$ cat src/common/shader_consts.svh
//--------------------------------------
// All fixed values carry 14 fraction bits
// Normalized values must stay within +/-1.0
//--------------------------------------
`ifndef SHADER_CONSTS_SVH
`define SHADER_CONSTS_SVH

// Fixed-point layout
`define FIXED_FRAC_WIDTH 14
`define FIXED_NORM_WIDTH 16
`define FIXED_WIDTH 32

// 0.3 in normalized fixed form
`define AMBIENT_LEVEL 4915

// Integer far limit of a reflection ray
`define RAY_MAX_T 1000

// Bounce counter width, also sets the divider length
`define BOUNCE_WIDTH 8

`endif

$ cat src/common/shaderPkg.sv
//--------------------------------------
// Shared types of the shading stage
// Field order inside each struct is MSB first
//--------------------------------------
`default_nettype none
`include "shader_consts.svh"

package shaderPkg;

    //--------------------------------------
    // Fixed-point types
    //--------------------------------------
    typedef logic signed [`FIXED_NORM_WIDTH-1:0] fixedNormT;
    typedef logic signed [`FIXED_WIDTH-1:0] fixedT;

    typedef struct packed {
        fixedNormT x;
        fixedNormT y;
        fixedNormT z;
    } fixedNorm3T;

    typedef struct packed {
        fixedT x;
        fixedT y;
        fixedT z;
    } fixed3T;

    //--------------------------------------
    // Color types
    //--------------------------------------
    typedef struct packed {
        logic [7:0] r;
        logic [7:0] g;
        logic [7:0] b;
    } rgb8T;

    // Per-channel 16-bit sums, index 2 is red
    typedef logic [2:0][15:0] colorAccumT;

    typedef enum logic [1:0] {
        surfNone,
        surfDiffuse,
        surfMetal,
        surfDielectric
    } surfaceT;

    typedef enum logic [1:0] {
        stIdle,
        stDivide,
        stFragDone,
        stRayDone
    } shaderStateT;

    //--------------------------------------
    // Records
    //--------------------------------------
    typedef struct packed {
        logic [`BOUNCE_WIDTH-1:0] maxBounce;
        fixedNorm3T lightDir;
    } renderStateT;

    typedef struct packed {
        logic [15:0] x;
        logic [15:0] y;
        fixed3T hitPos;
        fixedNorm3T normal;
        fixed3T viewDir;
        rgb8T color;
        rgb8T lastColor;
        logic [`BOUNCE_WIDTH-1:0] bounceLevel;
        surfaceT surface;
        logic shadow;
    } fragInT;

    typedef struct packed {
        logic [15:0] x;
        logic [15:0] y;
        rgb8T color;
    } fragOutT;

    typedef struct packed {
        logic [15:0] x;
        logic [15:0] y;
        rgb8T lastColor;
        logic [`BOUNCE_WIDTH-1:0] bounceLevel;
        fixed3T orig;
        fixed3T dir;
        fixedT minT;
        fixedT maxT;
    } rayOutT;

endpackage

`default_nettype wire

$ cat src/lighting/surfaceColor.sv
//--------------------------------------
// Light term must be non-negative
// Sums are not yet divided by the bounce count
//--------------------------------------
`timescale 1ns/1ps
`default_nettype none
`include "shader_consts.svh"

module surfaceColor import shaderPkg::*; (
    input  surfaceT                  surface,
    input  fixedNormT                light,
    input  rgb8T                     color,
    input  rgb8T                     lastColor,
    input  logic [`BOUNCE_WIDTH-1:0] bounceLevel,
    output colorAccumT               accum
);

    fixedNormT lightEff;
    logic [2:0][7:0] colorCh;
    logic [2:0][7:0] lastCh;
    logic [2:0][23:0] litProd;
    logic [2:0][7:0] litCh;

    assign colorCh = color;
    assign lastCh = lastColor;

    always_comb begin
        // Metal keeps only a quarter of its own lighting
        if (surface == surfMetal) begin
            lightEff = light >>> 2;
        end else begin
            lightEff = light;
        end

        for (int ch = 0; ch < 3; ch++) begin
            litProd[ch] = lightEff[15:0] * colorCh[ch];
            litCh[ch] = litProd[ch][`FIXED_FRAC_WIDTH +: 8];
            // Earlier bounces weighted by how many there were
            accum[ch] = lastCh[ch] * bounceLevel + 16'(litCh[ch]);
        end
    end

endmodule

`default_nettype wire

$ cat config.mk
export PLATFORM = sky130hd
export DESIGN_NAME = surfaceColor
export DESIGN_NICKNAME = d
export VERILOG_FILES = /design/src/common/shaderPkg.sv /design/src/lighting/surfaceColor.sv
export VERILOG_INCLUDE_DIRS = /design/src /design/src/common
export SDC_FILE = /design/constraint.sdc
export NUM_CORES = 1
export LEC_CHECK = 0
export ABC_AREA = 0
export BUFFER_PORTS_ARGS = -buffer_cell sky130_fd_sc_hd__buf_2
export CAP_MARGIN = 20
export CORE_UTILIZATION = 45
export DETAILED_ROUTE_END_ITERATION = 6
export PLACE_DENSITY = 0.63
export SLEW_MARGIN = 20
export SYNTH_ARGS = -nofsm -noshare
export SYNTH_HDL_FRONTEND = slang
export SYNTH_SLANG_ARGS = --single-unit
$ cat constraint.sdc
create_clock -name vclk -period 14.9
set_clock_uncertainty 0.05 [all_clocks]
set_input_delay 1.49 -clock vclk [all_inputs]
set_output_delay 1.49 -clock vclk [all_outputs]
set_load 0.01 [all_outputs]
## After elaboration in Yosys (flattened, before gate mapping)

Cells that the tools add are included.
Widths: inputs -> output; s select.

- Flip-flop bits (word level): 0
- Output and inout port bits: 48

- $add $sub $neg: 3
- $mul: 6
- Equality and inequality tests: 1
- Mux-type cells: 1

Operators with widths:

| cell | count |
|---|---|
| $mul 16x8->22 | 3 |
| $add 16x8->16 | 3 |
| $mul 8x8->16 | 3 |
| $mux 15 | 1 |
| $eq 2x2->1 const B | 1 |

## Logic depth before layout (Yosys ltp)

- Depth in word-level cells: 4
- Gate-level depth with buffers: 39
- Gate-level depth less buffers: 36

## Worst setup path after synthesis

Ideal clock, no wire load.

- Path kind: input-to-output
- Start point: input surface[1]
- End point: output accum[47] in the netlist's numbering
- Arrival: 10.108 ns
- Path slack: 3.252 ns
- Stages on the path: 34
- Path buffers: 3
- Path through: nor2b_2 > buf_6 > clkbuf_1 > mux2i_1 > clkbuf_1 > nand2b_1 > fa_1 > fa_1 > inv_1 > fa_1 > fa_1 > ha_1 > a21o_1 > a2111oi_0 > a21boi_0 > o211ai_1 > o21a_1 > and4b_1 > nor3_1 > fa_1 > fa_1 > inv_1 > ha_1 > inv_1 > fa_1 > inv_1 > ha_1 > nor2b_1 > o21a_1 > o21ai_0 > a21oi_1 > a211oi_1 > a21oi_1 > xnor2_1

RTL lines:

| element | line | RTL |
|---|---|---|
| start: declaration | surfaceColor.sv:10 | `input surfaceT surface,` |
| end: declaration | surfaceColor.sv:15 | `output colorAccumT accum` |

==> results.py <==
metrics = {
    "timing": {
        "maxSlewViolCount": 0,
        "finalHoldViolations": 0,
        "max_freq_mhz": 78.3,
        "rsz0062_at_grt": "no",
        "post-route-min-period_ns": 12.78,
        "tightest_slew_ns": 0.993,
        "final.setup.tns_ns": 0,
        "slew_headroom_pct": 33.5,
        "fin_crit_sh_pct": 85.8,
        "setup_viol": 0,
    },
    "critical_path": {
        "critical_path_buf_inv_count": 6,
        "cp_max_fo": 17,
        "cp_top_family": "adder cells",
        "max_stage_delay_ns": 0.76,
        "cpMaxStageDelayCell": "nor2b_2",
        "worstSetupEndpointType": "output port",
        "worstPathArrival_ns": 11.24,
        "worstSetupPathType": "input pin to output port",
        "crit_path_start_kind": "input pin",
        "crit_top_cell": "fa_1",
        "cp.required_ns": 13.36,
    },
    "clock_tree": {
        "ctsResizeCount": 0,
        "cts_hold_buf": 0,
        "post_cts.repair.setup_buffers": 0,
    },
    "yosys": {
        "synth.net_count": 2666,
        "yosys_warnings": 0,
        "synth_commonest_cells": "inv_1, fa_1, nand2_1, ha_1, nor2b_1",
        "ys_seq_area_share_pct": 0,
        "netlist_top_cells_area": "fa_1, ha_1, inv_1",
        "netlist_instances": 2004,
        "synthMostInstantiatedCell": "inv_1",
        "synth_top_area_share_pct": 43.5,
        "synth_cell_types": 59,
        "synth_area_um2": 17400,
        "synth.largest_area_cell": "fa_1",
        "avgSynthCellArea_um2": 8.67,
    },
    "hold_path": {
        "hold_path_class": "input pin to output port",
        "whs_path_depth": 4,
        "hp-start": "lastColor[16]",
        "hold_end": "accum[32]",
    },
    "run_status": {
        "status": "completed",
    },
    "drt": {
        "drt_first_pass_iters": 5,
        "via_count": 13000,
        "routed_wl_mm": 38.1,
        "postRouteAntennaNets": 0,
        "routedWlPerCell_um": 14.8,
        "drc": 0,
        "first_iter_violations": 515,
        "viasPerCell": 5.07,
    },
    "layout": {
        "drive_above_1_share_pct": 7.58,
        "nClkBuffers": 0,
        "finalNetCount": 2723,
        "regArea_um2": 0,
        "fin_area_um2": 18400,
        "syn2layout_area_growth_pct": 6.07,
        "seq_cells": 0,
        "n_antenna_cell": 0,
    },
    "global_routing": {
        "grt_max_degree": 25,
        "grt_pass1_vias": 13900,
        "antenna_found_initial": 0,
        "grt_pass1_wl_mm": 67.4,
        "grt_overflow": 0,
        "grt_usage_pct": 20.8,
    },
    "job": {
        "max-cap-violations": 0,
    },
    "die": {
        "die_x_um": 199,
        "placementRows": 71,
        "io_pins": 122,
        "die_h_um": 199,
        "coreArea_um2": 37800,
        "start_util_pct": 45.9,
        "die-area_um2": 39400,
    },
    "placed_design": {
        "dp_hpwl_mm": 31.3,
        "port_buffers": 122,
        "dpl-instance-area_um2": 18400,
        "gp_congestion": 0.844,
    },
}
kinds of logic after synthesis:
kind of cell,synth area share [%]
compound gates,5.26
xor+xnor,3.58
fa+ha+maj,58.7
buf+inv,10.9
mux,0.842
simple gates,20.8
cell usage in the layout, fill, tap and decap left out, types with 3 or more instances in the layout:
master,count
fa_1,378
ha_1,210
or3_1,3
and2_1,158
xor2_1,11
o21a_1,11
a21o_1,9
nor2_1,34
o21ai_0,22
nor3_1,9
mux2i_2,6
nand3_1,12
mux2_2,5
buf_4,11
xnor2_1,60
and3_1,5
inv_1,424
a21oi_1,46
mux2i_1,3
o31ai_1,4
nor2b_1,172
nand2b_1,30
o211ai_1,7
a211oi_1,4
buf_2,122
nand2_1,251
a21bo_2,3
a21boi_0,3
nand4_1,3
or2_2,4
stage by stage:
step | setup WS, ns | hold slack [ns] | util, % | std cells
after floorplan | 3.25 | 3.20 | - | 2004
final | 2.12 | 3.49 | 48.7 | 2570
after detailed placement | 2.15 | 3.50 | 48.7 | 2570
after global routing | 1.44 | 3.52 | 48.7 | 2570
after CTS | 2.10 | 3.51 | 48.7 | 2570
after global placement | 2.28 | 3.49 | 48.7 | 2570
metal layers:
layer | track usage (%) | wire [um]
met5 | 0 | 0
met4 | 1.45 | 261
met3 | 0.899 | 1260
met2 | 36.0 | 18600
met1 | 30.1 | 18000
how the worst max path moves through the flow:
stage                     startpoint         to  slack (ns)  cells after the start
after floorplan           surface[1]  accum[47]        3.25                     34
after global placement    surface[0]  accum[31]        2.28                     34
after detailed placement  surface[0]  accum[15]        2.15                     35
after CTS                 surface[0]  accum[15]        2.10                     35
after global routing      surface[0]  accum[14]        1.44                     34
final                     surface[0]  accum[47]        2.12                     33
final cells by class:
| type | count | area (um^2) |
|---|---|---|
| tap | 511 | 639 |
| fill | 3780 | 19400 |
| multi-input combinational | 1502 | 15500 |
| timing repair buffer | 133 | 693 |
| inverter | 424 | 1590 |
Power is not shown: default switching activity piles up to over one toggle a cycle in this logic, so the estimate is an artifact.
