--- src/common/shader_consts.svh ---
//--------------------------------------
// All fixed values carry 14 fraction bits
// Normalized values must stay within +/-1.0
//--------------------------------------
`ifndef SHADER_CONSTS_SVH
`define SHADER_CONSTS_SVH

// Fixed-point layout
`define FIXED_FRAC_WIDTH 14
`define FIXED_NORM_WIDTH 16
`define FIXED_WIDTH 32

// 0.3 in normalized fixed form
`define AMBIENT_LEVEL 4915

// Integer far limit of a reflection ray
`define RAY_MAX_T 1000

// Bounce counter width, also sets the divider length
`define BOUNCE_WIDTH 8

`endif

--- src/common/shaderPkg.sv ---
//--------------------------------------
// Shared types of the shading stage
// Field order inside each struct is MSB first
//--------------------------------------
`default_nettype none
`include "shader_consts.svh"

package shaderPkg;

    //--------------------------------------
    // Fixed-point types
    //--------------------------------------
    typedef logic signed [`FIXED_NORM_WIDTH-1:0] fixedNormT;
    typedef logic signed [`FIXED_WIDTH-1:0] fixedT;

    typedef struct packed {
        fixedNormT x;
        fixedNormT y;
        fixedNormT z;
    } fixedNorm3T;

    typedef struct packed {
        fixedT x;
        fixedT y;
        fixedT z;
    } fixed3T;

    //--------------------------------------
    // Color types
    //--------------------------------------
    typedef struct packed {
        logic [7:0] r;
        logic [7:0] g;
        logic [7:0] b;
    } rgb8T;

    // Per-channel 16-bit sums, index 2 is red
    typedef logic [2:0][15:0] colorAccumT;

    typedef enum logic [1:0] {
        surfNone,
        surfDiffuse,
        surfMetal,
        surfDielectric
    } surfaceT;

    typedef enum logic [1:0] {
        stIdle,
        stDivide,
        stFragDone,
        stRayDone
    } shaderStateT;

    //--------------------------------------
    // Records
    //--------------------------------------
    typedef struct packed {
        logic [`BOUNCE_WIDTH-1:0] maxBounce;
        fixedNorm3T lightDir;
    } renderStateT;

    typedef struct packed {
        logic [15:0] x;
        logic [15:0] y;
        fixed3T hitPos;
        fixedNorm3T normal;
        fixed3T viewDir;
        rgb8T color;
        rgb8T lastColor;
        logic [`BOUNCE_WIDTH-1:0] bounceLevel;
        surfaceT surface;
        logic shadow;
    } fragInT;

    typedef struct packed {
        logic [15:0] x;
        logic [15:0] y;
        rgb8T color;
    } fragOutT;

    typedef struct packed {
        logic [15:0] x;
        logic [15:0] y;
        rgb8T lastColor;
        logic [`BOUNCE_WIDTH-1:0] bounceLevel;
        fixed3T orig;
        fixed3T dir;
        fixedT minT;
        fixedT maxT;
    } rayOutT;

endpackage

`default_nettype wire

--- src/lighting/diffuseLighting.sv ---
//--------------------------------------
// Light and normal must be unit length
// Output is clamped to the range 0.3 .. 1.0
//--------------------------------------
`timescale 1ns/1ps
`default_nettype none
`include "shader_consts.svh"

module diffuseLighting import shaderPkg::*; (
    input  fixedNorm3T lightDir,
    input  fixedNorm3T normal,
    input  logic       hit,
    input  logic       shadow,
    output fixedNormT  light
);

    localparam fixedNormT lightOne = fixedNormT'(1 << `FIXED_FRAC_WIDTH);

    logic signed [33:0] dotSum;
    logic signed [33:0] dotVal;
    logic signed [33:0] lambert;
    logic signed [33:0] total;

    always_comb begin
        // Full-precision dot product, then drop the fraction
        dotSum = lightDir.x * normal.x + lightDir.y * normal.y + lightDir.z * normal.z;
        dotVal = dotSum >>> `FIXED_FRAC_WIDTH;

        // Back-facing or shadowed surfaces get no direct light
        lambert = (shadow || dotVal < 0) ? '0 : dotVal;
        total = lambert + `AMBIENT_LEVEL;

        // A miss shows the sky color unchanged
        if (!hit || total > lightOne) begin
            light = lightOne;
        end else begin
            light = fixedNormT'(total);
        end
    end

endmodule

`default_nettype wire

--- config.mk ---
export PLATFORM = sky130hd
export DESIGN_NAME = diffuseLighting
export DESIGN_NICKNAME = d
export VERILOG_FILES = /design/src/common/shaderPkg.sv /design/src/lighting/diffuseLighting.sv
export VERILOG_INCLUDE_DIRS = /design/src /design/src/common
export SDC_FILE = /design/constraint.sdc
export NUM_CORES = 2
export LEC_CHECK = 0
export BUFFER_PORTS_ARGS = -buffer_cell sky130_fd_sc_hd__buf_2
export CORE_UTILIZATION = 35
export DETAILED_ROUTE_END_ITERATION = 6
export PLACE_DENSITY_LB_ADDON = 0.25
export SLEW_MARGIN = 20
export SYNTH_ARGS = -nofsm -noshare
export SYNTH_HDL_FRONTEND = slang
export SYNTH_SLANG_ARGS = --single-unit
--- constraint.sdc ---
create_clock -name vclk -period 47.1
set_clock_uncertainty 0.2 [all_clocks]
set_input_delay 9.42 -clock vclk [all_inputs]
set_output_delay 9.42 -clock vclk [all_outputs]
set_load 0.005 [all_outputs]
* Word-level counts from Yosys, hierarchy flattened *
Cells that the tools add are included.

operators by class
  add/subtract/negate cells = 3
  $mul = 3
  divide/modulo/power cells = 0
  order comparisons = 2
  equal/unequal tests = 0
  shift operators = 0
  mux-type cells = 2
  bitwise operators = 0
  reduce and logical (&&, ||, !) cells = 3

operators by type and width
  kind                    count
  $mul 16x16->32          3
  $add 33x32->34          1
  $add 34x14->34 const B  1
  $gt 34x16->1 const B    1
  $mux 34                 1
  $add 32x32->33          1
  $lt 20x1->1 const B     1
  $mux 16                 1
  $logic_or 1x1->1        2
  $logic_not 1->1         1

storage, ports and cells
  flip-flop bits (word level) = 0
  latch bits = 0
  memory bits (writable) = 0
  ROM bits = 0
  input bits = 98
  word-level logic and storage cells = 13
  memories kept = 0

* Longest topological paths before layout *
  depth in word-level cells = 10
  mapped depth = 37
  depth with buffers taken out = 35

* Worst setup path after synthesis *
Ideal clock, no wire load.

  kind = in2out
  start = in lightDir[15] (netlist name)
  end = out light[10]
  arrival = 18,684 ps
  required time = 37,480 ps
  setup slack = 18,796 ps
  stages on the path = 34
  buffers on the path = 3
  cells stage by stage = clkbuf_1 > nand2_1 > inv_1 > fa_1 > inv_1 > fa_1 > inv_1 > fa_1 > fa_1 > fa_1 > fa_1 > fa_1 > fa_1 > inv_1 > fa_1 > inv_1 > ha_1 > buf_2 > and2_1 > and3_1 > nand2_1 > a211o_1 > and3_4 > nor3_2 > nand2b_1 > ha_1 > and4b_1 > nand4_1 > a311oi_2 > o211ai_1 > mux2i_1 > o211ai_2 > buf_6 > nor4_4

on the way
  cells in the longest elaborated chain, start to end = 9

ends and longest elaborated chain
  item                                 RTL line               RTL
  start, declared                      diffuseLighting.sv:10  input fixedNorm3T lightDir,
  $mul 16x16->32 (*)                   diffuseLighting.sv:26  dotSum = lightDir.x * normal.x + lightDir.y * normal.y + lightDir.z * normal.z;
  $add 33x32->34 (*)                   diffuseLighting.sv:26
  $lt 20x1->1                          diffuseLighting.sv:30  lambert = (shadow || dotVal < 0) ? '0 : dotVal;
  $logic_or 1x1->1                     diffuseLighting.sv:30
  $mux 34 (*)                          diffuseLighting.sv:30
  $add 34x14->34 (no source line) (*)  -
  $gt 34x16->1                         diffuseLighting.sv:34  if (!hit || total > lightOne) begin
  $logic_or 1x1->1                     diffuseLighting.sv:34
  $mux 16 (*)                          diffuseLighting.sv:34
  end, declared                        diffuseLighting.sv:14  output fixedNormT light

Every way passes the cells marked *; elsewhere a longest branch is shown, timed or not.

* Worst setup path after layout *
  start = in lightDir[15] (netlist name)
  end = out light[6]

Same word-level chain as after synthesis.

==> results by group <==
Synth
  • Synth Warn #: 0
  • Synthesized cell area: 31900 µm²
  • Synth unique cells: 83
  • Post-Syn Instances: roughly 3400
  • Seq/Total Area, Yosys: 0
  • Avg Cell Area, Syn: 9.31 µm²
  • Synthesized Nets: 4650

Layout
  • Clock Buffer Count: 0
  • Final #Nets: ~4700
  • Register area: 0 µm²
  • Post-route core utilization: 0.371
  • Fin area: ~33000 µm²
  • Seq Cell Count: 0
  • Layout cells sized above 1: 0.0441
  • Area Overhead vs Synth: 5.00%

Global routing
  • Pin count of the biggest net entering global routing: 18
  • Number of antenna violations at the first check in global routing: 12
  • First-pass GRT wire length: 138000 µm
  • Congestion Overflow GR: 0
  • GRT Total Usage: 0.189
  • Vias in the first global route: 23800

Critical path
  • CP bufs+invs: 7
  • Slowest CP cell: a211oi_1
  • Slowest cell delay on critical path: 0.82 ns
  • Crit end category: primary output
  • Critical path type: input pin to primary output
  • Worst Setup Start Kind: input pin
  • Req. time, crit path: 37.48 ns
  • Critical path peak fanout: 16
  • Crit path DAT: a little over 20 ns
  • CP delay by family, top: adder cells
  • Most used cell, CP: fa_1

Floorplanning
  • Core area: 90100 µm²
  • Initial Utilization: 0.354
  • Die Area: ~90000 µm²
  • Row count: 110
  • Die Y: 304 µm
  • Die X: 304 µm
  • IO Count: 114

Route
  • Total Wirelength: 82900 µm
  • DR iter-0 viols: 1048
  • Routed vias: 21400
  • DRT Pass-1 Iters: 5
  • Number of vias per cell: 4.65
  • Routed Antenna Nets: 0
  • # DRC: 0
  • Routed wire per std cell: 18.0 µm

Timing
  • RSZ-0062 raised after global routing: no
  • Tcrit/Tclk final: 0.639
  • Setup TNS: 0 ns
  • Slew Viols, Final: 0
  • Final min period: 30.11 ns
  • Max Freq: 33.2 MHz
  • Fin. Hold Viols: 0
  • Worst-margin pin slew: 0.996 ns
  • Slew HR: 0.332
  • Finish-stage setup viols: 0

Placement
  • Placed Area: 33500 µm²
  • Port Buffers: 113
  • Post-DP HPWL: 76400 µm
  • Global placement routability congestion: ~0.91

Outcome
  • Outcome: completed

CTS
  • Setup bufs post-CTS: 0
  • Count of cells resized by post-cts repair: 0
  • Hold buffers post-CTS: 0

Min path
  • Worst hold stages: 4
  • Worst min-delay path category: input pin to primary output
  • HP Start: hit
  • Min-Delay Endpoint: light[2]

Flow run
  • Max-cap violation count: 0
## tightest hold or removal path: cells and delay by family
family / cells / cell delay [ns]
buf+inv: 2 / 0.25
simple gates: 2 / 0.11
## per-layer routing
metal / track usage / share of wire / vias to the layer above
li1: - / - / 9685
met1: 0.292 / 0.51 / 11300
met2: 0.307 / 0.45 / 333
met3: 0.00928 / 0.033 / 46
met4: 0.0105 / 0.0063 / 14
met5: 0 / 0.00097 / -
## cell usage after synthesis (3+ instances only)
cell,instances,share of area
o21ai_0,26,0.0041
o21ai_1,8,0.0013
and4_1,4,0.0011
a21o_1,7,0.0016
o31ai_1,3,0.00071
xnor2_1,31,0.0085
o211ai_1,6,0.0014
clkbuf_1,100,0.012
nor3_1,12,0.0019
a211oi_1,11,0.0026
xor2_1,10,0.0027
a211o_1,5,0.0014
a31oi_1,3,0.00059
o22ai_1,3,0.00059
and3_1,3,0.00059
nor2_1,42,0.0049
o2111ai_1,5,0.0014
nand2b_1,23,0.0045
and2_1,352,0.069
inv_1,1034,0.12
or3_1,6,0.0012
nand4_1,10,0.0020
nor4_1,4,0.00079
o21a_1,7,0.0016
a21oi_1,34,0.0053
nand3_1,13,0.0020
a2111oi_0,3,0.00082
fa_1,931,0.58
buf_2,7,0.0011
nor3_2,6,0.0019
buf_4,6,0.0014
nor2b_1,21,0.0041
nand2_1,425,0.050
or2_2,4,0.00079
ha_1,199,0.078
## cells by family after synthesis
kind of cell / after synthesis / synth area share
AO/OA/AOI/OAI: 155 / 0.0361
XOR/XNOR: 43 / 0.0125
adder cells (fa/ha/maj): 1130 / 0.663
buffers and inverters: 1148 / 0.136
multiplexers: 4 / 0.00141
other: 1 / 0.000118
AND/OR/NAND/NOR: 941 / 0.151
## cells in the final DEF (no fill, tap or decap), types with 3 or more instances in the layout
cell,n
xnor2_1,31
nand2_1,425
a211oi_1,11
nor3_2,6
o211ai_1,6
nand2b_1,23
a21o_1,7
a21oi_1,34
o22ai_1,3
and4_1,4
xor2_1,10
or3_1,6
o21a_1,7
nand4_1,10
and2_1,352
nor2_1,42
nor3_1,12
o31ai_1,3
nor2b_1,21
inv_1,1034
buf_2,113
o21ai_0,26
o21ai_1,8
fa_1,931
a2111oi_0,3
ha_1,199
a31oi_1,3
nand3_1,13
and3_1,3
nor4_1,4
or2_2,4
a211o_1,5
o2111ai_1,5
diode_2,3
## final cells by class
type | instances | area, µm²
well taps | 1176 | 1470
multi-input cells | 2274 | 27500
repair buffers | 115 | 581
fillers | 9177 | 56700
diodes | 3 | 7.51
inverters | 1034 | 3880
## how the worst max path moves through the flow
stage / from / endpoint / cells after the start
after CTS: lightDir[15] / light[5] / 33
final: lightDir[15] / light[6] / 33
after detailed placement: lightDir[15] / light[5] / 33
after global routing: lightDir[15] / light[6] / 33
after floorplan: lightDir[15] / light[10] / 34
after global placement: lightDir[15] / light[6] / 33
## stage by stage
step	cells	hold slack (ns)	setup WS, ns
final	4602	19.01	16.99
after global routing	4599	19.03	16.45
after CTS	4599	19.01	17.06
after detailed placement	4599	19.01	17.08
after global placement	4599	19.02	17.26
after floorplan	3422	18.72	18.80
Power is not shown: default switching activity piles up to over one toggle a cycle in this logic, so the estimate is an artifact.
