--- src/common/shader_consts.svh ---
//--------------------------------------
// All fixed values carry 14 fraction bits
// Normalized values must stay within +/-1.0
//--------------------------------------
`ifndef SHADER_CONSTS_SVH
`define SHADER_CONSTS_SVH

// Fixed-point layout
`define FIXED_FRAC_WIDTH 14
`define FIXED_NORM_WIDTH 16
`define FIXED_WIDTH 32

// 0.3 in normalized fixed form
`define AMBIENT_LEVEL 4915

// Integer far limit of a reflection ray
`define RAY_MAX_T 1000

// Bounce counter width, also sets the divider length
`define BOUNCE_WIDTH 8

`endif

--- src/common/shaderPkg.sv ---
//--------------------------------------
// Shared types of the shading stage
// Field order inside each struct is MSB first
//--------------------------------------
`default_nettype none
`include "shader_consts.svh"

package shaderPkg;

    //--------------------------------------
    // Fixed-point types
    //--------------------------------------
    typedef logic signed [`FIXED_NORM_WIDTH-1:0] fixedNormT;
    typedef logic signed [`FIXED_WIDTH-1:0] fixedT;

    typedef struct packed {
        fixedNormT x;
        fixedNormT y;
        fixedNormT z;
    } fixedNorm3T;

    typedef struct packed {
        fixedT x;
        fixedT y;
        fixedT z;
    } fixed3T;

    //--------------------------------------
    // Color types
    //--------------------------------------
    typedef struct packed {
        logic [7:0] r;
        logic [7:0] g;
        logic [7:0] b;
    } rgb8T;

    // Per-channel 16-bit sums, index 2 is red
    typedef logic [2:0][15:0] colorAccumT;

    typedef enum logic [1:0] {
        surfNone,
        surfDiffuse,
        surfMetal,
        surfDielectric
    } surfaceT;

    typedef enum logic [1:0] {
        stIdle,
        stDivide,
        stFragDone,
        stRayDone
    } shaderStateT;

    //--------------------------------------
    // Records
    //--------------------------------------
    typedef struct packed {
        logic [`BOUNCE_WIDTH-1:0] maxBounce;
        fixedNorm3T lightDir;
    } renderStateT;

    typedef struct packed {
        logic [15:0] x;
        logic [15:0] y;
        fixed3T hitPos;
        fixedNorm3T normal;
        fixed3T viewDir;
        rgb8T color;
        rgb8T lastColor;
        logic [`BOUNCE_WIDTH-1:0] bounceLevel;
        surfaceT surface;
        logic shadow;
    } fragInT;

    typedef struct packed {
        logic [15:0] x;
        logic [15:0] y;
        rgb8T color;
    } fragOutT;

    typedef struct packed {
        logic [15:0] x;
        logic [15:0] y;
        rgb8T lastColor;
        logic [`BOUNCE_WIDTH-1:0] bounceLevel;
        fixed3T orig;
        fixed3T dir;
        fixedT minT;
        fixedT maxT;
    } rayOutT;

endpackage

`default_nettype wire

--- src/rtl/colorDivider.sv ---
//--------------------------------------
// done pulses 16 cycles after start
// Quotient must fit in 8 bits, divisor nonzero
//--------------------------------------
`timescale 1ns/1ps
`default_nettype none
`include "shader_consts.svh"

module colorDivider import shaderPkg::*; (
    input  logic                     clk,
    input  logic                     resetn,
    input  logic                     start,
    input  colorAccumT               dividend,
    input  logic [`BOUNCE_WIDTH-1:0] divisor,
    output logic                     done,
    output rgb8T                     quotient
);

    // One quotient bit per dividend bit
    localparam int steps = `BOUNCE_WIDTH + 8;

    logic busy;
    logic [3:0] stepCnt;
    logic [`BOUNCE_WIDTH-1:0] divisorReg;
    logic [2:0][7:0] remReg;
    logic [2:0][15:0] quoReg;

    // Restoring step, returns {remainder, shifted quotient}
    function automatic logic [23:0] divStep(
        input logic [7:0] rem,
        input logic [15:0] quo,
        input logic [7:0] dvs
    );
        logic [8:0] remShift;
        logic [9:0] trial;
        remShift = {rem, quo[15]};
        trial = {1'b0, remShift} - {2'b00, dvs};
        if (!trial[9]) begin
            return {trial[7:0], quo[14:0], 1'b1};
        end
        return {remShift[7:0], quo[14:0], 1'b0};
    endfunction

    //--------------------------------------
    // Control
    //--------------------------------------
    always_ff @(posedge clk or negedge resetn) begin
        if (!resetn) begin
            busy <= 1'b0;
            done <= 1'b0;
            stepCnt <= '0;
        end else begin
            done <= 1'b0;
            if (start) begin
                // First step already happens on the start edge
                busy <= 1'b1;
                stepCnt <= 4'(steps - 1);
            end else if (busy) begin
                stepCnt <= stepCnt - 1'b1;
                if (stepCnt == 4'd1) begin
                    busy <= 1'b0;
                    done <= 1'b1;
                end
            end
        end
    end

    //--------------------------------------
    // Datapath, all channels in lockstep
    //--------------------------------------
    always_ff @(posedge clk) begin
        if (start) begin
            divisorReg <= divisor;
            for (int ch = 0; ch < 3; ch++) begin
                {remReg[ch], quoReg[ch]} <= divStep(8'd0, dividend[ch], divisor);
            end
        end else if (busy) begin
            for (int ch = 0; ch < 3; ch++) begin
                {remReg[ch], quoReg[ch]} <= divStep(remReg[ch], quoReg[ch], divisorReg);
            end
        end
    end

    assign quotient = {quoReg[2][7:0], quoReg[1][7:0], quoReg[0][7:0]};

endmodule

`default_nettype wire

--- config.mk ---
export PLATFORM = sky130hd
export DESIGN_NAME = colorDivider
export DESIGN_NICKNAME = d
export VERILOG_FILES = /design/src/common/shaderPkg.sv /design/src/rtl/colorDivider.sv
export VERILOG_INCLUDE_DIRS = /design/src /design/src/common
export SDC_FILE = /design/constraint.sdc
export NUM_CORES = 1
export LEC_CHECK = 0
export ABC_CLOCK_PERIOD_IN_PS = 3700
export BUFFER_PORTS_ARGS = -buffer_cell sky130_fd_sc_hd__buf_2
export CORE_MARGIN = 2
export CORE_UTILIZATION = 41
export CTS_CLUSTER_SIZE = 20
export DETAILED_ROUTE_END_ITERATION = 8
export GPL_TIMING_DRIVEN = 0
export REMOVE_ABC_BUFFERS = 1
export SETUP_SLACK_MARGIN = 0.15
export SLEW_MARGIN = 40
export SYNTH_ARGS = -nofsm -noshare
export SYNTH_HDL_FRONTEND = slang
export SYNTH_SLANG_ARGS = --single-unit
--- constraint.sdc ---
create_clock -name clk -period 3.7 [get_ports clk]
set_input_delay 0.555 -clock clk [delete_from_list [all_inputs] [get_ports clk]]
set_output_delay 0.555 -clock clk [all_outputs]
set_load 0.02 [all_outputs]
; ---- Word level (Yosys, flattened, before mapping)
; Index checks and enable logic that the tools add are counted.
[word_totals]
wordCells = 58
output_inout_bits = 25
regBits = 86
[classes]
n_addsub = 7
reduce_logical = 1
mux = 39
n_eq_ne = 1
[op_table]
columns = cell, n
row1 = 24-bit 2-to-1 mux, 14
row2 = 48-bit 2-to-1 mux, 2
row3 = 9-bit by 8-bit subtractor with 10-bit output, 3
row4 = 1-bit by 8-bit subtractor with 9-bit output, 3
row5 = 1-bit 2-to-1 mux, 21
row6 = 4-bit 2-to-1 mux, 2
row7 = "4-bit by 1-bit equality test with 1-bit output, second input constant", 1
row8 = "4-bit by 1-bit subtractor with 4-bit output, second input constant", 1
row9 = 2-bit nonzero test, 1

; ---- Longest topological paths before layout
; Gate-level depths: netlist (run 1).
[depth]
word_depth = 7
mapped_depth = 9
mapped_depth_nobuf = 9

; ---- Least setup slack after synthesis (run 1)
; No wires, ideal clock.
[synth_timing]
path_kind = input port to flip-flop
start = input start
end = register quoReg[10] in the netlist's numbering (enable)
arrival_time_ns = 2.083
cell_stages = 3
setup_ns = 0.399
setup_slack_ns = 1.218
required_time_ns = 3.301
path_cell_list = clkbuf_1 -> clkbuf_1 -> or2_2
[synth_between]
elab_chain_cells = 1
[synth_lines]
columns = item, line
row1 = from (decl), colorDivider.sv:12  ; input logic start,
row2 = 2-bit nonzero test (no line), n/a
row3 = "to (signal, indexed assignment)", colorDivider.sv:75  ; {remReg[ch], quoReg[ch]} <= divStep(8'd0, dividend[ch], divisor);
row4 = "to (signal, indexed assignment)", colorDivider.sv:79  ; {remReg[ch], quoReg[ch]} <= divStep(remReg[ch], quoReg[ch], divisorReg);
row5 = to (decl), colorDivider.sv:26  ; logic [2:0][15:0] quoReg;
; No other way between the ends.
; A chain may end at the register's enable or synchronous reset.

; ---- Final worst setup path (run 1)
[layout_timing]
start = register divisorReg[6]
end = register remReg[5] in the netlist's numbering, data pin
[layout_between]
elab_chain_cells = 7
[layout_lines]
columns = item, line
row1 = from (decl), colorDivider.sv:24  ; logic [`BOUNCE_WIDTH-1:0] divisorReg;
row2 = from (signal assigned), colorDivider.sv:73  ; divisorReg <= divisor;
row3 = 9-bit by 8-bit subtractor with 10-bit output, colorDivider.sv:37  ; trial = {1'b0, remShift} - {2'b00, dvs};
row4 = 1-bit 2-to-1 mux, colorDivider.sv:38  ; if (!trial[9]) begin
row5 = 1-bit 2-to-1 mux, colorDivider.sv:77  ; end else if (busy) begin
row6 = 1-bit 2-to-1 mux, colorDivider.sv:72  ; if (start) begin
row7 = 24-bit 2-to-1 mux, colorDivider.sv:41  ; return {remShift[7:0], quo[14:0], 1'b0};
row8 = 24-bit 2-to-1 mux, colorDivider.sv:77
row9 = 24-bit 2-to-1 mux, colorDivider.sv:72
row10 = "to (signal, indexed assignment)", colorDivider.sv:75
row11 = "to (signal, indexed assignment)", colorDivider.sv:79
row12 = to (decl), colorDivider.sv:25  ; logic [2:0][7:0] remReg;
; No other way between the ends. The select of a mux whose other input is x is not followed.

==> results of run 1 <==
## layer usage
layer	part of all wire	vias up	track usage
li1	-	1664	-
met1	0.47	1631	0.2278
met2	0.45	109	0.2437
met3	0.068	13	0.05061
met4	0.014	0	0.05382
met5	0	-	0
## sequential cells by signal, indices dropped and copies added, names as in the netlist
signal / count
stepCnt: 4
quotient: 24
divisorReg: 8
remReg: 24
quoReg: 24
busy: 1
done: 1
## worst register-to-register path, stage by stage (launching register included)
cell,delay (ps)
sky130_fd_sc_hd__edfxtp_1,350
sky130_fd_sc_hd__inv_1,140
sky130_fd_sc_hd__ha_1,310
sky130_fd_sc_hd__a21oi_1,360
sky130_fd_sc_hd__o221ai_1,180
sky130_fd_sc_hd__nor2_2,520
sky130_fd_sc_hd__nor2_1,190
sky130_fd_sc_hd__a221o_1,340
## cells in the final DEF, fill, tap and decap left out, types with 9 or more instances in the layout
master,count
sky130_fd_sc_hd__xnor2_1,13
sky130_fd_sc_hd__a211oi_1,10
sky130_fd_sc_hd__mux2i_1,13
sky130_fd_sc_hd__a21oi_1,20
sky130_fd_sc_hd__o21ai_0,11
sky130_fd_sc_hd__edfxtp_1,80
sky130_fd_sc_hd__mux2_2,47
sky130_fd_sc_hd__clkbuf_16,9
sky130_fd_sc_hd__ha_1,32
sky130_fd_sc_hd__nor2_1,24
sky130_fd_sc_hd__inv_1,26
sky130_fd_sc_hd__nand2_1,20
sky130_fd_sc_hd__buf_2,82
## per-stage QoR
step	utilization	cell area (um^2)
after CTS	0.4844	5843
final	0.4844	5843
after global routing	0.4844	5843
after global placement	0.4538	5474
after detailed placement	0.4603	5552
after floorplan	-	4848
## layout make-up
class,count,share of cell area
Clock buffer,10,0.03919
Clock inverter,6,0.01071
Timing Repair Buffer,86,0.08244
Sequential cell,86,0.4368
Tap cell,168,0.03597
Multi-Input combinational cell,270,0.3775
Inverter,27,0.01734
## worst min-delay path by stage
stage                start         end  slack, ps
global placement    resetn  stepCnt[0]        380
global route        resetn  stepCnt[1]         30
CTS                 resetn  stepCnt[1]         30
floorplan           resetn        busy        260
finish              resetn  stepCnt[1]         40
detailed placement  resetn  stepCnt[1]        390
## power breakdown
group | switching [mW] | internal (mW) | leakage (nW)
registers | 0.0985 | 1.29 | 0.942
clock network | 0.375 | 0.521 | 0.136
logic | 0.703 | 0.577 | 1.45
total | 1.18 | 2.39 | 2.53
## kinds of logic after synthesis
kind of cell | count (synthesis) | share of synthesized area
flip-flops | 86 | 0.5023
AND/OR/NAND/NOR | 82 | 0.07954
AO/OA/AOI/OAI | 75 | 0.1010
buffers and inverters | 64 | 0.06574
multiplexers | 60 | 0.1298
adder cells (fa/ha/maj) | 35 | 0.09062
XOR/XNOR | 18 | 0.03103
==> flow_summary.html, run 1 <==
<table>
<tr><th>Metric</th><th>Value</th></tr>
<tr><th colspan="2">Flow run</th></tr>
<tr><td>Maxcap violations</td><td>0</td></tr>
<tr><th colspan="2">Routing</th></tr>
<tr><td>Antenna Nets Post-Route</td><td>0</td></tr>
<tr><td>Wire per inst</td><td>15.82 um</td></tr>
<tr><td>Routed Wire Length</td><td>10330 um</td></tr>
<tr><td>Initial drt markers</td><td>171</td></tr>
<tr><td>Number of vias per cell</td><td>5.233</td></tr>
<tr><td>Number of detailed-routing iterations run before antenna repair</td><td>4</td></tr>
<tr><td>Count of vias placed by the detailed router</td><td>3417</td></tr>
<tr><td>Residual DRC count</td><td>0</td></tr>
<tr><th colspan="2">STA</th></tr>
<tr><td>Final TNS setup</td><td>0 ps</td></tr>
<tr><td>Slew at the pin closest to its max-slew limit</td><td>637.0 ps</td></tr>
<tr><td>Final count of negative-setup-slack endpoints</td><td>0</td></tr>
<tr><td>Tcrit/Tclk final</td><td>0.7146</td></tr>
<tr><td>Hold slack</td><td>37.28 ps</td></tr>
<tr><td>Final hold viol count</td><td>0</td></tr>
<tr><td>RSZ-0062 raised after global routing</td><td>no</td></tr>
<tr><td>Number of pins exceeding their max-slew limit in the final report</td><td>0</td></tr>
<tr><td>Maximum clock skew at final layout</td><td>7.786 ps</td></tr>
<tr><td>Final min period</td><td>2644 ps</td></tr>
<tr><td>Final critical-path setup slack</td><td>1056 ps</td></tr>
<tr><td>Tightest slew margin relative to the limit</td><td>0.5727</td></tr>
<tr><td>FMAX</td><td>378.2 MHz</td></tr>
<tr><th colspan="2">Die</th></tr>
<tr><td>Total die area</td><td>13300 um^2</td></tr>
<tr><td>Std cell rows</td><td>40</td></tr>
<tr><td>I/O pin cnt</td><td>84</td></tr>
<tr><td>Effective utilization at floorplan</td><td>0.4213</td></tr>
<tr><td>Standard cell core area</td><td>12060 um^2</td></tr>
<tr><td>Vert. Die Dim</td><td>115.3 um</td></tr>
<tr><td>Die width</td><td>115.3 um</td></tr>
<tr><th colspan="2">Logic synthesis</th></tr>
<tr><td>Most instantiated cells after synthesis</td><td>80 x sky130_fd_sc_hd__edfxtp_1, 47 x sky130_fd_sc_hd__mux2_2, 32 x sky130_fd_sc_hd__ha_1</td></tr>
<tr><td>Number of flops mapped to enable cells by yosys</td><td>80</td></tr>
<tr><td>Area fraction of the dominant cell type after synthesis</td><td>0.4728</td></tr>
<tr><td>Gate count of the mapped netlist</td><td>420</td></tr>
<tr><td>Top post-synthesis cells by area</td><td>sky130_fd_sc_hd__edfxtp_1 47%, sky130_fd_sc_hd__mux2_2 10%, sky130_fd_sc_hd__ha_1 7.9%</td></tr>
<tr><td>Part of the Yosys area used for sequential elements</td><td>0.5023</td></tr>
<tr><td>Number of storage elements in the synthesis netlist</td><td>86</td></tr>
<tr><td>Commonest register cell after synthesis</td><td>sky130_fd_sc_hd__edfxtp_1</td></tr>
<tr><td>Share of synthesized registers carrying an async set or reset</td><td>0.06977</td></tr>
<tr><td>Netlist area before placement</td><td>5081 um^2</td></tr>
<tr><td>Number of warning messages in the yosys log</td><td>0</td></tr>
<tr><td>Count of distinct cell types in the synthesized netlist</td><td>42</td></tr>
<tr><td>Synth Area per Inst</td><td>12.10 um^2</td></tr>
<tr><td>Cell with the most instances after synthesis</td><td>sky130_fd_sc_hd__edfxtp_1</td></tr>
<tr><td>Cell accounting for the most synthesized area</td><td>sky130_fd_sc_hd__edfxtp_1</td></tr>
<tr><th colspan="2">Power</th></tr>
<tr><td>Total chip power</td><td>3.568 mW</td></tr>
<tr><td>Power Dens Cells</td><td>610.6 nW/um^2</td></tr>
<tr><td>Cell leakage power</td><td>2.527 nW</td></tr>
<tr><td>VDD IR-drop max</td><td>273.4 uV</td></tr>
<tr><th colspan="2">GRT</th></tr>
<tr><td>Initial antenna violation count</td><td>0</td></tr>
<tr><td>First-pass GRT wire length</td><td>16840 um</td></tr>
<tr><td>Vias in the first global route</td><td>3309</td></tr>
<tr><td>Remaining global-route overflow</td><td>0</td></tr>
<tr><td>Largest net degree at the start of global routing</td><td>49</td></tr>
<tr><td>GRT Overall Usage</td><td>0.1635</td></tr>
<tr><th colspan="2">Setup path</th></tr>
<tr><td>Capture point of the worst reg-to-reg path</td><td>remReg[5]</td></tr>
<tr><td>RR Startpoint</td><td>divisorReg[6]</td></tr>
<tr><td>Worst-path fanout max</td><td>12</td></tr>
<tr><td>Crit path to</td><td>remReg[5]</td></tr>
<tr><td>Startpoint-to-endpoint class of the critical path</td><td>reg -&gt; reg</td></tr>
<tr><td>Launching element type of the critical path</td><td>flop</td></tr>
<tr><td>Total buffers and inverters traversed by the critical path</td><td>1</td></tr>
<tr><td>Critical path origin</td><td>divisorReg[6]</td></tr>
<tr><td>Data required time at the worst endpoint</td><td>3790 ps</td></tr>
<tr><td>Cell class contributing the biggest share of worst-path delay</td><td>compound AO/OA/AOI/OAI gates</td></tr>
<tr><td>Number of cells traversed by the worst register-to-register path</td><td>7</td></tr>
<tr><td>Number of cells on the critical path</td><td>7</td></tr>
<tr><td>Reg2Reg Setup Slack</td><td>1060 ps</td></tr>
<tr><td>Slowest library cell on the worst path</td><td>sky130_fd_sc_hd__nor2_2</td></tr>
<tr><td>Crit end category</td><td>flop</td></tr>
<tr><td>Stage delay of the slowest cell on the critical path</td><td>520 ps</td></tr>
<tr><td>Arr. time, crit path</td><td>2730 ps</td></tr>
<tr><td>Cell-by-cell trace of the critical path</td><td>inv_1 &gt; ha_1 &gt; a21oi_1 &gt; o221ai_1 &gt; nor2_2 &gt; nor2_1 &gt; a221o_1</td></tr>
<tr><th colspan="2">Clock network</th></tr>
<tr><td>Clock Path Buffers</td><td>2</td></tr>
<tr><td># clock sinks</td><td>86</td></tr>
<tr><td>Post-CTS setup-driven buffer insertion count</td><td>0</td></tr>
<tr><td>Clock-pin slew reported for the worst setup and hold paths after clock tree synthesis</td><td>70 ps</td></tr>
<tr><td>Clock tree from TritonCTS</td><td>yes</td></tr>
<tr><td>Number of CTS-inserted buffers</td><td>9</td></tr>
<tr><td>Count of H-tree levels built during CTS</td><td>3</td></tr>
<tr><td>CTS hold repair buffers</td><td>0</td></tr>
<tr><td>Clk root buf</td><td>sky130_fd_sc_hd__clkbuf_16</td></tr>
<tr><td>Later-pin clock latency in the skew report</td><td>330 ps</td></tr>
<tr><td>Post_cts resized</td><td>0</td></tr>
<tr><th colspan="2">Finish</th></tr>
<tr><td>Layout overhead on the synthesized area</td><td>15.00%</td></tr>
<tr><td>Share of final-layout standard cells stronger than drive strength 1</td><td>0.3196</td></tr>
<tr><td>Area used by sequential logic in the layout</td><td>2552 um^2</td></tr>
<tr><td>Non-filler instance count after layout</td><td>653</td></tr>
<tr><td>Nets</td><td>574</td></tr>
<tr><td>FILL cells</td><td>1086</td></tr>
<tr><td>Ant diodes</td><td>0</td></tr>
<tr><td>Combined area of the multi-input logic cells</td><td>2206 um^2</td></tr>
<tr><th colspan="2">Placement</th></tr>
<tr><td>Global placement routability congestion</td><td>0.8244</td></tr>
<tr><td>Count of input and output buffers</td><td>83</td></tr>
<tr><td>Dpl cells</td><td>637</td></tr>
<tr><td>Half-perimeter wire length after detailed placement</td><td>7398 um</td></tr>
<tr><td>DP Worst Slack</td><td>1068 ps</td></tr>
<tr><th colspan="2">Min path</th></tr>
<tr><td>Type of the tightest min-delay check</td><td>in -&gt; async</td></tr>
<tr><th colspan="2">Run status</th></tr>
<tr><td>Status</td><td>complete, no violations</td></tr>
</table>
Power figures use the tool's default switching activity.
==> run 2, diff against run 1 <==
ABC_AREA = 1   (was not set)
ABC_CLOCK_PERIOD_IN_PS = 2700   (was 3700)
clock period = 2.7 ns   (was 3.7 ns; I/O delays follow)
==> run 2 against run 1 <==
Die area grew 7.0%. Cell count rose by 34%. Routed wire length rose by 11%. Power rose by 50%. Clock skew down 1.3 ps.
==> flow_summary.html, run 2 <==
<table>
<tr><th>Metric</th><th>Value</th></tr>
<tr><th colspan="2">Logic synthesis</th></tr>
<tr><td>Count of distinct cell types in the synthesized netlist</td><td>38 (-9.5%)</td></tr>
<tr><td>Commonest register cell after synthesis</td><td>sky130_fd_sc_hd__edfxtp_1</td></tr>
<tr><td>Netlist area before placement</td><td>5453 um^2 (+7.3%)</td></tr>
<tr><td>Number of storage elements in the synthesis netlist</td><td>86 (unchanged)</td></tr>
<tr><td>Number of warning messages in the yosys log</td><td>0 (unchanged)</td></tr>
<tr><td>Main combinational cell family by area after synthesis</td><td>simple AND/OR/NAND/NOR gates</td></tr>
<tr><td>Synth Area per Inst</td><td>8.533 um^2 (-29%)</td></tr>
<tr><td>Adder-Cell Fraction of Synth Area</td><td>0.08444 (-0.006176)</td></tr>
<tr><td>Number of flops mapped to enable cells by yosys</td><td>80 (unchanged)</td></tr>
<tr><td>Cell with the most instances after synthesis</td><td>sky130_fd_sc_hd__nand2_1</td></tr>
<tr><td>Part of the Yosys area used for sequential elements</td><td>0.4681 (-0.03423)</td></tr>
<tr><td>Most instantiated cells after synthesis</td><td>244 x sky130_fd_sc_hd__nand2_1, 80 x sky130_fd_sc_hd__edfxtp_1, 66 x sky130_fd_sc_hd__inv_1</td></tr>
<tr><td>Top post-synthesis cells by area</td><td>sky130_fd_sc_hd__edfxtp_1 44%, sky130_fd_sc_hd__nand2_1 17%, sky130_fd_sc_hd__ha_1 7.3%</td></tr>
<tr><td>Area fraction of the dominant cell type after synthesis</td><td>0.4406 (-0.03222)</td></tr>
<tr><td>Share of synthesized registers carrying an async set or reset</td><td>0.06977 (unchanged)</td></tr>
<tr><td>Gate count of the mapped netlist</td><td>639 (+52%)</td></tr>
<tr><td>Share of the synthesized area in compound gates (AO/OA/AOI/OAI)</td><td>0.05645 (-0.04451)</td></tr>
<tr><td>Portion of netlist area occupied by mux cells</td><td>0 (-0.1298)</td></tr>
<tr><td>Synthesized-area fraction occupied by xor and xnor cells</td><td>0.01767 (-0.01336)</td></tr>
<tr><td>Cell accounting for the most synthesized area</td><td>sky130_fd_sc_hd__edfxtp_1</td></tr>
<tr><td>Simple-gate portion of the synthesized area</td><td>0.2733 (+0.1938)</td></tr>
<tr><th colspan="2">Setup path</th></tr>
<tr><td>Startpoint-to-endpoint class of the critical path</td><td>in -&gt; reg</td></tr>
<tr><td>Launching element type of the critical path</td><td>input port</td></tr>
<tr><td>Crit end category</td><td>flop</td></tr>
<tr><td>Worst-path fanout max</td><td>63 (+51)</td></tr>
<tr><td>Data required time at the worst endpoint</td><td>2740 ps (-1050 ps)</td></tr>
<tr><td>Arr. time, crit path</td><td>2230 ps (-500 ps)</td></tr>
<tr><th colspan="2">STA</th></tr>
<tr><td>Slew at the pin closest to its max-slew limit</td><td>673.4 ps (+36.39 ps)</td></tr>
<tr><td>RSZ-0062 raised after global routing</td><td>no</td></tr>
<tr><td>Final min period</td><td>2187 ps</td></tr>
<tr><td>Final count of negative-setup-slack endpoints</td><td>0 (unchanged)</td></tr>
<tr><td>Tcrit/Tclk final</td><td>0.8100</td></tr>
<tr><td>Final TNS setup</td><td>0 ps (unchanged)</td></tr>
<tr><td>Final hold viol count</td><td>0 (unchanged)</td></tr>
<tr><td>Number of pins exceeding their max-slew limit in the final report</td><td>0 (unchanged)</td></tr>
<tr><td>Maximum clock skew at final layout</td><td>6.439 ps (-1.347 ps)</td></tr>
<tr><td>Tightest slew margin relative to the limit</td><td>0.5511 (-0.02163)</td></tr>
<tr><td>FMAX</td><td>457.3 MHz</td></tr>
<tr><th colspan="2">Routing</th></tr>
<tr><td>Residual DRC count</td><td>0 (unchanged)</td></tr>
<tr><td>Count of vias placed by the detailed router</td><td>4223 (+24%)</td></tr>
<tr><td>Initial drt markers</td><td>219 (+28%)</td></tr>
<tr><td>Routed Wire Length</td><td>11460 um (+11%)</td></tr>
<tr><td>Wire per inst</td><td>13.07 um (-17%)</td></tr>
<tr><td>Number of detailed-routing iterations run before antenna repair</td><td>4 (unchanged)</td></tr>
<tr><td>Number of vias per cell</td><td>4.815 (-8.0%)</td></tr>
<tr><td>Antenna Nets Post-Route</td><td>0 (unchanged)</td></tr>
<tr><th colspan="2">Clock network</th></tr>
<tr><td>Clock tree from TritonCTS</td><td>yes</td></tr>
<tr><td># clock sinks</td><td>86 (unchanged)</td></tr>
<tr><td>Post_cts resized</td><td>0 (unchanged)</td></tr>
<tr><td>Later-pin clock latency in the skew report</td><td>340 ps (about the same)</td></tr>
<tr><td>Number of CTS-inserted buffers</td><td>9 (unchanged)</td></tr>
<tr><td>Clk root buf</td><td>sky130_fd_sc_hd__clkbuf_16</td></tr>
<tr><td>Post-CTS setup-driven buffer insertion count</td><td>0 (unchanged)</td></tr>
<tr><td>Clock Path Buffers</td><td>2 (unchanged)</td></tr>
<tr><td>Clock-pin slew reported for the worst setup and hold paths after clock tree synthesis</td><td>60 ps (about the same)</td></tr>
<tr><td>Count of H-tree levels built during CTS</td><td>3 (unchanged)</td></tr>
<tr><th colspan="2">Power</th></tr>
<tr><td>Sequential share of power</td><td>0.364 (-0.026)</td></tr>
<tr><td>Total chip power</td><td>5.339 mW (+50%)</td></tr>
<tr><td>Internal cell power</td><td>3.332 mW (+39%)</td></tr>
<tr><td>Sw frac</td><td>0.3759 (+0.04606)</td></tr>
<tr><td>Net switching power</td><td>2.007 mW (+71%)</td></tr>
<tr><td>Power Dens Cells</td><td>858.7 nW/um^2 (+41%)</td></tr>
<tr><td>Clk network pwr share</td><td>0.242 (-0.009)</td></tr>
<tr><td>Cell leakage power</td><td>3.114 nW (+23%)</td></tr>
<tr><td>VDD IR-drop max</td><td>382.4 uV (+40%)</td></tr>
<tr><td>Gate power share</td><td>0.395 (+0.036)</td></tr>
<tr><th colspan="2">Finish</th></tr>
<tr><td>Nets</td><td>790 (+38%)</td></tr>
<tr><td>Top library cells by usage in the layout, fill and taps aside</td><td>243 x sky130_fd_sc_hd__nand2_1, 82 x sky130_fd_sc_hd__buf_2, 80 x sky130_fd_sc_hd__edfxtp_1, 66 x sky130_fd_sc_hd__inv_1</td></tr>
<tr><td>Share of final-layout standard cells stronger than drive strength 1</td><td>0.1940 (-0.1256)</td></tr>
<tr><td>Layout overhead on the synthesized area</td><td>14.02%</td></tr>
<tr><td>Commonest non-fill, non-tap cell in the layout</td><td>sky130_fd_sc_hd__nand2_1</td></tr>
<tr><td>Ant diodes</td><td>0 (unchanged)</td></tr>
<tr><td>FILL cells</td><td>1287 (+19%)</td></tr>
<tr><th colspan="2">Placement</th></tr>
<tr><td>Count of input and output buffers</td><td>83 (unchanged)</td></tr>
<tr><td>Half-perimeter wire length after detailed placement</td><td>8335 um (+13%)</td></tr>
<tr><td>Global placement routability congestion</td><td>0.8673 (+5.2%)</td></tr>
<tr><th colspan="2">GRT</th></tr>
<tr><td>Initial antenna violation count</td><td>0 (unchanged)</td></tr>
<tr><td>First-pass GRT wire length</td><td>18940 um (+12%)</td></tr>
<tr><td>GRT Overall Usage</td><td>0.1673 (+0.003716)</td></tr>
<tr><td>Largest net degree at the start of global routing</td><td>64 (+31%)</td></tr>
<tr><td>Remaining global-route overflow</td><td>0 (unchanged)</td></tr>
<tr><td>Vias in the first global route</td><td>4038 (+22%)</td></tr>
<tr><th colspan="2">Die</th></tr>
<tr><td>Total die area</td><td>14240 um^2 (+7.0%)</td></tr>
<tr><td>Standard cell core area</td><td>13140 um^2 (+8.9%)</td></tr>
<tr><td>Effective utilization at floorplan</td><td>0.4150 (-0.006218)</td></tr>
<tr><td>Vert. Die Dim</td><td>119.3 um (+3.5%)</td></tr>
<tr><td>Std cell rows</td><td>42 (+5.0%)</td></tr>
<tr><td>Die width</td><td>119.3 um (+3.5%)</td></tr>
<tr><td>I/O pin cnt</td><td>84 (unchanged)</td></tr>
<tr><th colspan="2">Min path</th></tr>
<tr><td>Type of the tightest min-delay check</td><td>in -&gt; reg</td></tr>
<tr><th colspan="2">Run status</th></tr>
<tr><td>Status</td><td>complete, no violations</td></tr>
<tr><th colspan="2">Flow run</th></tr>
<tr><td>Maxcap violations</td><td>0 (unchanged)</td></tr>
</table>
==> run 2: kinds of logic (layout without fill, tap and decap cells) <==
| family | count (synthesis) | after routing |
|---|---|---|
| AND/OR/NAND/NOR | 344 | 344 |
| buffers and inverters | 111 | 173 |
| flip-flops | 86 | 86 |
| AO/OA/AOI/OAI | 52 | 52 |
| adder cells (fa/ha/maj) | 35 | 35 |
| XOR/XNOR | 11 | 11 |
==> run 2: stage by stage <==
stage | std cells | hold WS [ps] | instance area [um^2] | worst slack [ps] | util
after CTS | 877 | 275.3 | 6217 | 479.0 | 0.4732
after global placement | 857 | 238.4 | 5806 | -4674 | 0.4419
after global routing | 877 | 281.2 | 6217 | 322.7 | 0.4732
after detailed placement | 860 | 240.4 | 5896 | 115.2 | 0.4488
after floorplan | 598 | 109.4 | 5170 | -1337 | -
final | 877 | 283.5 | 6217 | 513.1 | 0.4732
==> run 2: critical path, cell delays in order <==
cell,delay [ps]
sky130_fd_sc_hd__buf_4,520
sky130_fd_sc_hd__clkinv_4,350
sky130_fd_sc_hd__buf_16,300
sky130_fd_sc_hd__nand2_4,340
sky130_fd_sc_hd__buf_12,250
==> run 2: path summary, 6_finish.rpt <==
kind | from | endpoint | slack [ps] | cells after the start
hold reg to reg | stepCnt[3] | stepCnt[3] | 490 | 1
min in group asynchronous | resetn | stepCnt[1] | 410 | 2
setup reg to reg | divisorReg[6] | remReg[6] | 550 | 10
hold / removal | divisor[1] | divisorReg[1] | 280 | 1
max in group asynchronous | resetn | stepCnt[3] | 2150 | 2
setup / recovery | start | remReg[23] | 510 | 5
==> run 2: timing repair <==
item	CTS	global route
setup endpoints to repair	0	0
hold buffers	1	0
endpoints found under the hold margin	6	0
==> run 2: power by group through the flow <==
| stage | Sequential [mW] | Clock [mW] | Combinational, mW |
|---|---|---|---|
| after detailed placement | 1.97 | 0 | 2.10 |
| after global placement | 1.96 | 0 | 2.06 |
| after CTS | 1.94 | 1.31 | 2.11 |
| after global routing | 1.97 | 1.37 | 2.40 |
| after floorplan | 1.99 | 0 | 1.58 |
| final | 1.94 | 1.29 | 2.11 |
==> run 2: area by class of cell <==
type,instances,area [um^2],share of cell area
Clock buffer,12,279.0,0.04488
Tap cell,176,220.2,0.03542
Inverter,70,267.8,0.04307
Multi-Input combinational cell,442,2362,0.3800
Timing Repair Buffer,87,503.0,0.08090
Sequential cell,86,2552,0.4105
Clock inverter,4,32.53,0.005232
==> run 2: per-layer routing <==
layer	wire length, um	GRT usage	up-vias
li1	-	-	2187
met4	250	0.07206	0
met1	5375	0.2229	1897
met5	0	0	-
met3	673	0.03257	19
met2	5160	0.2662	120
==> run 3, diff against run 2 <==
ABC_CLOCK_PERIOD_IN_PS = 2190   (was 2700)
clock period = 2.19 ns   (was 2.7 ns; I/O delays follow)
==> run 3 against run 2 <==
Die area unchanged. Clock power up 23%. Sequential share of layout area is 1.4 points lower. Count of clock-buffer cells in the layout stayed put. Critical path depth up 4. Cell count rose by 1.0%. Sequential cell count is the same. Core utilization rose by 1.6 points. First-iteration DRC count grew 6.8%.
==> flow_summary.html, run 3 (synthesized netlist as in run 2, its figures left out) <==
<table>
<tr><th>Metric</th><th>Value</th></tr>
<tr><th colspan="2">Setup path</th></tr>
<tr><td>Cell class contributing the biggest share of worst-path delay</td><td>adder cells</td></tr>
<tr><td>Capture point of the worst reg-to-reg path</td><td>remReg[6]</td></tr>
<tr><td>Cell mode on critical path</td><td>sky130_fd_sc_hd__nand3_1</td></tr>
<tr><td>Arr. time, crit path</td><td>2060 ps (-170 ps)</td></tr>
<tr><td>Slowest library cell on the worst path</td><td>sky130_fd_sc_hd__fa_1</td></tr>
<tr><td>Number of cells on the critical path</td><td>9 (+4)</td></tr>
<tr><td>Stage delay of the slowest cell on the critical path</td><td>460 ps (-60 ps)</td></tr>
<tr><td>Launching element type of the critical path</td><td>flop</td></tr>
<tr><td>Crit end category</td><td>flop</td></tr>
<tr><td>Data required time at the worst endpoint</td><td>2290 ps (-450 ps)</td></tr>
<tr><td>Startpoint-to-endpoint class of the critical path</td><td>reg -&gt; reg</td></tr>
<tr><td>RR Startpoint</td><td>divisorReg[1]</td></tr>
<tr><td>Cell-by-cell trace of the critical path</td><td>clkinvlp_4 &gt; buf_4 &gt; fa_1 &gt; nand3_1 &gt; nand2_1 &gt; nand3_1 &gt; a21oi_1 &gt; o21ai_1 &gt; inv_1</td></tr>
<tr><td>Worst-path fanout max</td><td>6 (-90%)</td></tr>
<tr><td>Number of cells traversed by the worst register-to-register path</td><td>9 (-1)</td></tr>
<tr><td>Reg2Reg Setup Slack</td><td>230 ps (-320 ps)</td></tr>
<tr><td>Total buffers and inverters traversed by the critical path</td><td>3 (-1)</td></tr>
<tr><th colspan="2">Die</th></tr>
<tr><td>I/O pin cnt</td><td>84 (unchanged)</td></tr>
<tr><td>Std cell rows</td><td>42 (unchanged)</td></tr>
<tr><td>Effective utilization at floorplan</td><td>0.4150 (unchanged)</td></tr>
<tr><td>Die width</td><td>119.3 um (unchanged)</td></tr>
<tr><td>Vert. Die Dim</td><td>119.3 um (unchanged)</td></tr>
<tr><td>Standard cell core area</td><td>13140 um^2 (unchanged)</td></tr>
<tr><td>Total die area</td><td>14240 um^2 (unchanged)</td></tr>
<tr><th colspan="2">Routing</th></tr>
<tr><td>Routed Wire Length</td><td>11900 um (+3.8%)</td></tr>
<tr><td>Wire per inst</td><td>13.43 um (+2.8%)</td></tr>
<tr><td>Count of vias placed by the detailed router</td><td>4281 (+1.4%)</td></tr>
<tr><td>Antenna Nets Post-Route</td><td>0 (unchanged)</td></tr>
<tr><td>Residual DRC count</td><td>0 (unchanged)</td></tr>
<tr><td>Number of vias per cell</td><td>4.832 (+0.34%)</td></tr>
<tr><td>Number of detailed-routing iterations run before antenna repair</td><td>5 (+1)</td></tr>
<tr><td>Initial drt markers</td><td>234 (+6.8%)</td></tr>
<tr><th colspan="2">STA</th></tr>
<tr><td>FMAX</td><td>510.5 MHz</td></tr>
<tr><td>Hold slack</td><td>207.4 ps (-76.10 ps)</td></tr>
<tr><td>Final count of negative-setup-slack endpoints</td><td>0 (unchanged)</td></tr>
<tr><td>Final critical-path setup slack</td><td>231.3 ps (-281.8 ps)</td></tr>
<tr><td>Final hold viol count</td><td>0 (unchanged)</td></tr>
<tr><td>RSZ-0062 raised after global routing</td><td>yes</td></tr>
<tr><td>Number of pins exceeding their max-slew limit in the final report</td><td>0 (unchanged)</td></tr>
<tr><td>Maximum clock skew at final layout</td><td>6.042 ps (-0.3976 ps)</td></tr>
<tr><td>Slew at the pin closest to its max-slew limit</td><td>610.2 ps (-63.13 ps)</td></tr>
<tr><td>Tcrit/Tclk final</td><td>0.8944</td></tr>
<tr><td>Final TNS setup</td><td>0 ps (unchanged)</td></tr>
<tr><td>Tightest slew margin relative to the limit</td><td>0.5867 (+0.03565)</td></tr>
<tr><td>Final min period</td><td>1959 ps</td></tr>
<tr><th colspan="2">Clock network</th></tr>
<tr><td>Clock-pin slew reported for the worst setup and hold paths after clock tree synthesis</td><td>60 ps (about the same)</td></tr>
<tr><td>Clock Path Buffers</td><td>2 (unchanged)</td></tr>
<tr><td>Count of H-tree levels built during CTS</td><td>3 (unchanged)</td></tr>
<tr><td># clock sinks</td><td>86 (unchanged)</td></tr>
<tr><td>Later-pin clock latency in the skew report</td><td>340 ps (about the same)</td></tr>
<tr><td>Clk root buf</td><td>sky130_fd_sc_hd__clkbuf_16</td></tr>
<tr><td>Number of CTS-inserted buffers</td><td>9 (unchanged)</td></tr>
<tr><td>Clock tree from TritonCTS</td><td>yes</td></tr>
<tr><th colspan="2">Finish</th></tr>
<tr><td>Share of final-layout standard cells stronger than drive strength 1</td><td>0.2282 (+0.03416)</td></tr>
<tr><td>Commonest non-fill, non-tap cell in the layout</td><td>sky130_fd_sc_hd__nand2_1</td></tr>
<tr><td>Layout overhead on the synthesized area</td><td>17.97%</td></tr>
<tr><td>Nets</td><td>799 (+1.1%)</td></tr>
<tr><td>Top library cells by usage in the layout, fill and taps aside</td><td>240 x sky130_fd_sc_hd__nand2_1, 82 x sky130_fd_sc_hd__buf_2, 80 x sky130_fd_sc_hd__edfxtp_1, 59 x sky130_fd_sc_hd__inv_1, 32 x sky130_fd_sc_hd__nand3_1</td></tr>
<tr><td>Ant diodes</td><td>0 (unchanged)</td></tr>
<tr><th colspan="2">Min path</th></tr>
<tr><td>Destination of the worst hold path</td><td>divisorReg[1]</td></tr>
<tr><td>Number of cells traversed by the worst hold path</td><td>1 (unchanged)</td></tr>
<tr><td>Worst Hold Launch</td><td>divisor[1]</td></tr>
<tr><td>Type of the tightest min-delay check</td><td>in -&gt; reg</td></tr>
<tr><th colspan="2">Power</th></tr>
<tr><td>Power Dens Cells</td><td>1075 nW/um^2 (+25%)</td></tr>
<tr><td>VDD IR-drop max</td><td>471.7 uV (+23%)</td></tr>
<tr><td>Cell leakage power</td><td>3.168 nW (+1.7%)</td></tr>
<tr><td>Total chip power</td><td>6.916 mW (+30%)</td></tr>
<tr><th colspan="2">GRT</th></tr>
<tr><td>Initial antenna violation count</td><td>0 (unchanged)</td></tr>
<tr><td>First-pass GRT wire length</td><td>19290 um (+1.8%)</td></tr>
<tr><td>Vias in the first global route</td><td>4097 (+1.5%)</td></tr>
<tr><td>Largest net degree at the start of global routing</td><td>64 (unchanged)</td></tr>
<tr><td>Remaining global-route overflow</td><td>0 (unchanged)</td></tr>
<tr><td>GRT Overall Usage</td><td>0.1704 (+0.003177)</td></tr>
<tr><th colspan="2">Placement</th></tr>
<tr><td>Half-perimeter wire length after detailed placement</td><td>8335 um (unchanged)</td></tr>
<tr><td>Global placement routability congestion</td><td>0.8673 (unchanged)</td></tr>
<tr><td>Count of input and output buffers</td><td>83 (unchanged)</td></tr>
<tr><td>DP Worst Slack</td><td>-318.3 ps (-433.5 ps)</td></tr>
<tr><th colspan="2">Flow run</th></tr>
<tr><td>Maxcap violations</td><td>0 (unchanged)</td></tr>
<tr><th colspan="2">Run status</th></tr>
<tr><td>Status</td><td>complete, no violations</td></tr>
</table>
run 3: timing repair:
action / 4_1_cts / 5_1_grt
pin swaps: 0 / 4
gates resized for setup: 2 / 27
cloned: 1 / 2
setup buffers: 2 / 4
endpoints found under the hold margin: 6 / 0
hold buffers: 1 / 0
endpoints found under the setup margin: 56 / 39
run 3: worst max-delay path by stage:
stage,startpoint,end,slack [ps]
finish,divisorReg[1],remReg[6],230
floorplan,start,quoReg[10],-1770
detailed placement,start,remReg[14],-320
global route,divisorReg[1],remReg[23],100
CTS,divisorReg[6],remReg[6],130
global placement,start,remReg[15],-5110
run 3: worst register-to-register path, delay by kind of cell, from the launching register on:
kind            cells  cell delay [ps]
fa+ha+maj           1              460
buf+inv             3              400
flops               1              370
simple gates        3              270
compound gates      2              210
run 3: layout make-up:
type	instances	area, um^2
fill	1267	6705
sequential	86	2552
multi-input combinational	445	2525
timing repair buffer	93	551.8
clock buffer	12	279.0
inverter	70	271.5
tap	176	220.2
clock inverter	4	32.53
run 3: per-layer routing:
metal / up-vias / wire length (um) / track usage / part of all wire
met5: - / 0 / 0 / 0
met4: 0 / 271 / 0.07279 / 0.023
met3: 19 / 708 / 0.03448 / 0.060
met2: 115 / 5310 / 0.2708 / 0.45
met1: 1932 / 5608 / 0.2269 / 0.47
li1: 2215 / - / - / -
run 3: per-stage QoR:
stage	instances	area, um^2	utilization
global route	886	6432	0.4896
detailed placement	860	5896	0.4488
finish	886	6432	0.4896
global placement	857	5806	0.4419
CTS	880	6254	0.4760
floorplan	598	5170	-
run 3: power breakdown:
part           internal (mW)  switching (mW)
Sequential              2.21           0.201
Clock                  0.917           0.677
Combinational           1.16            1.75
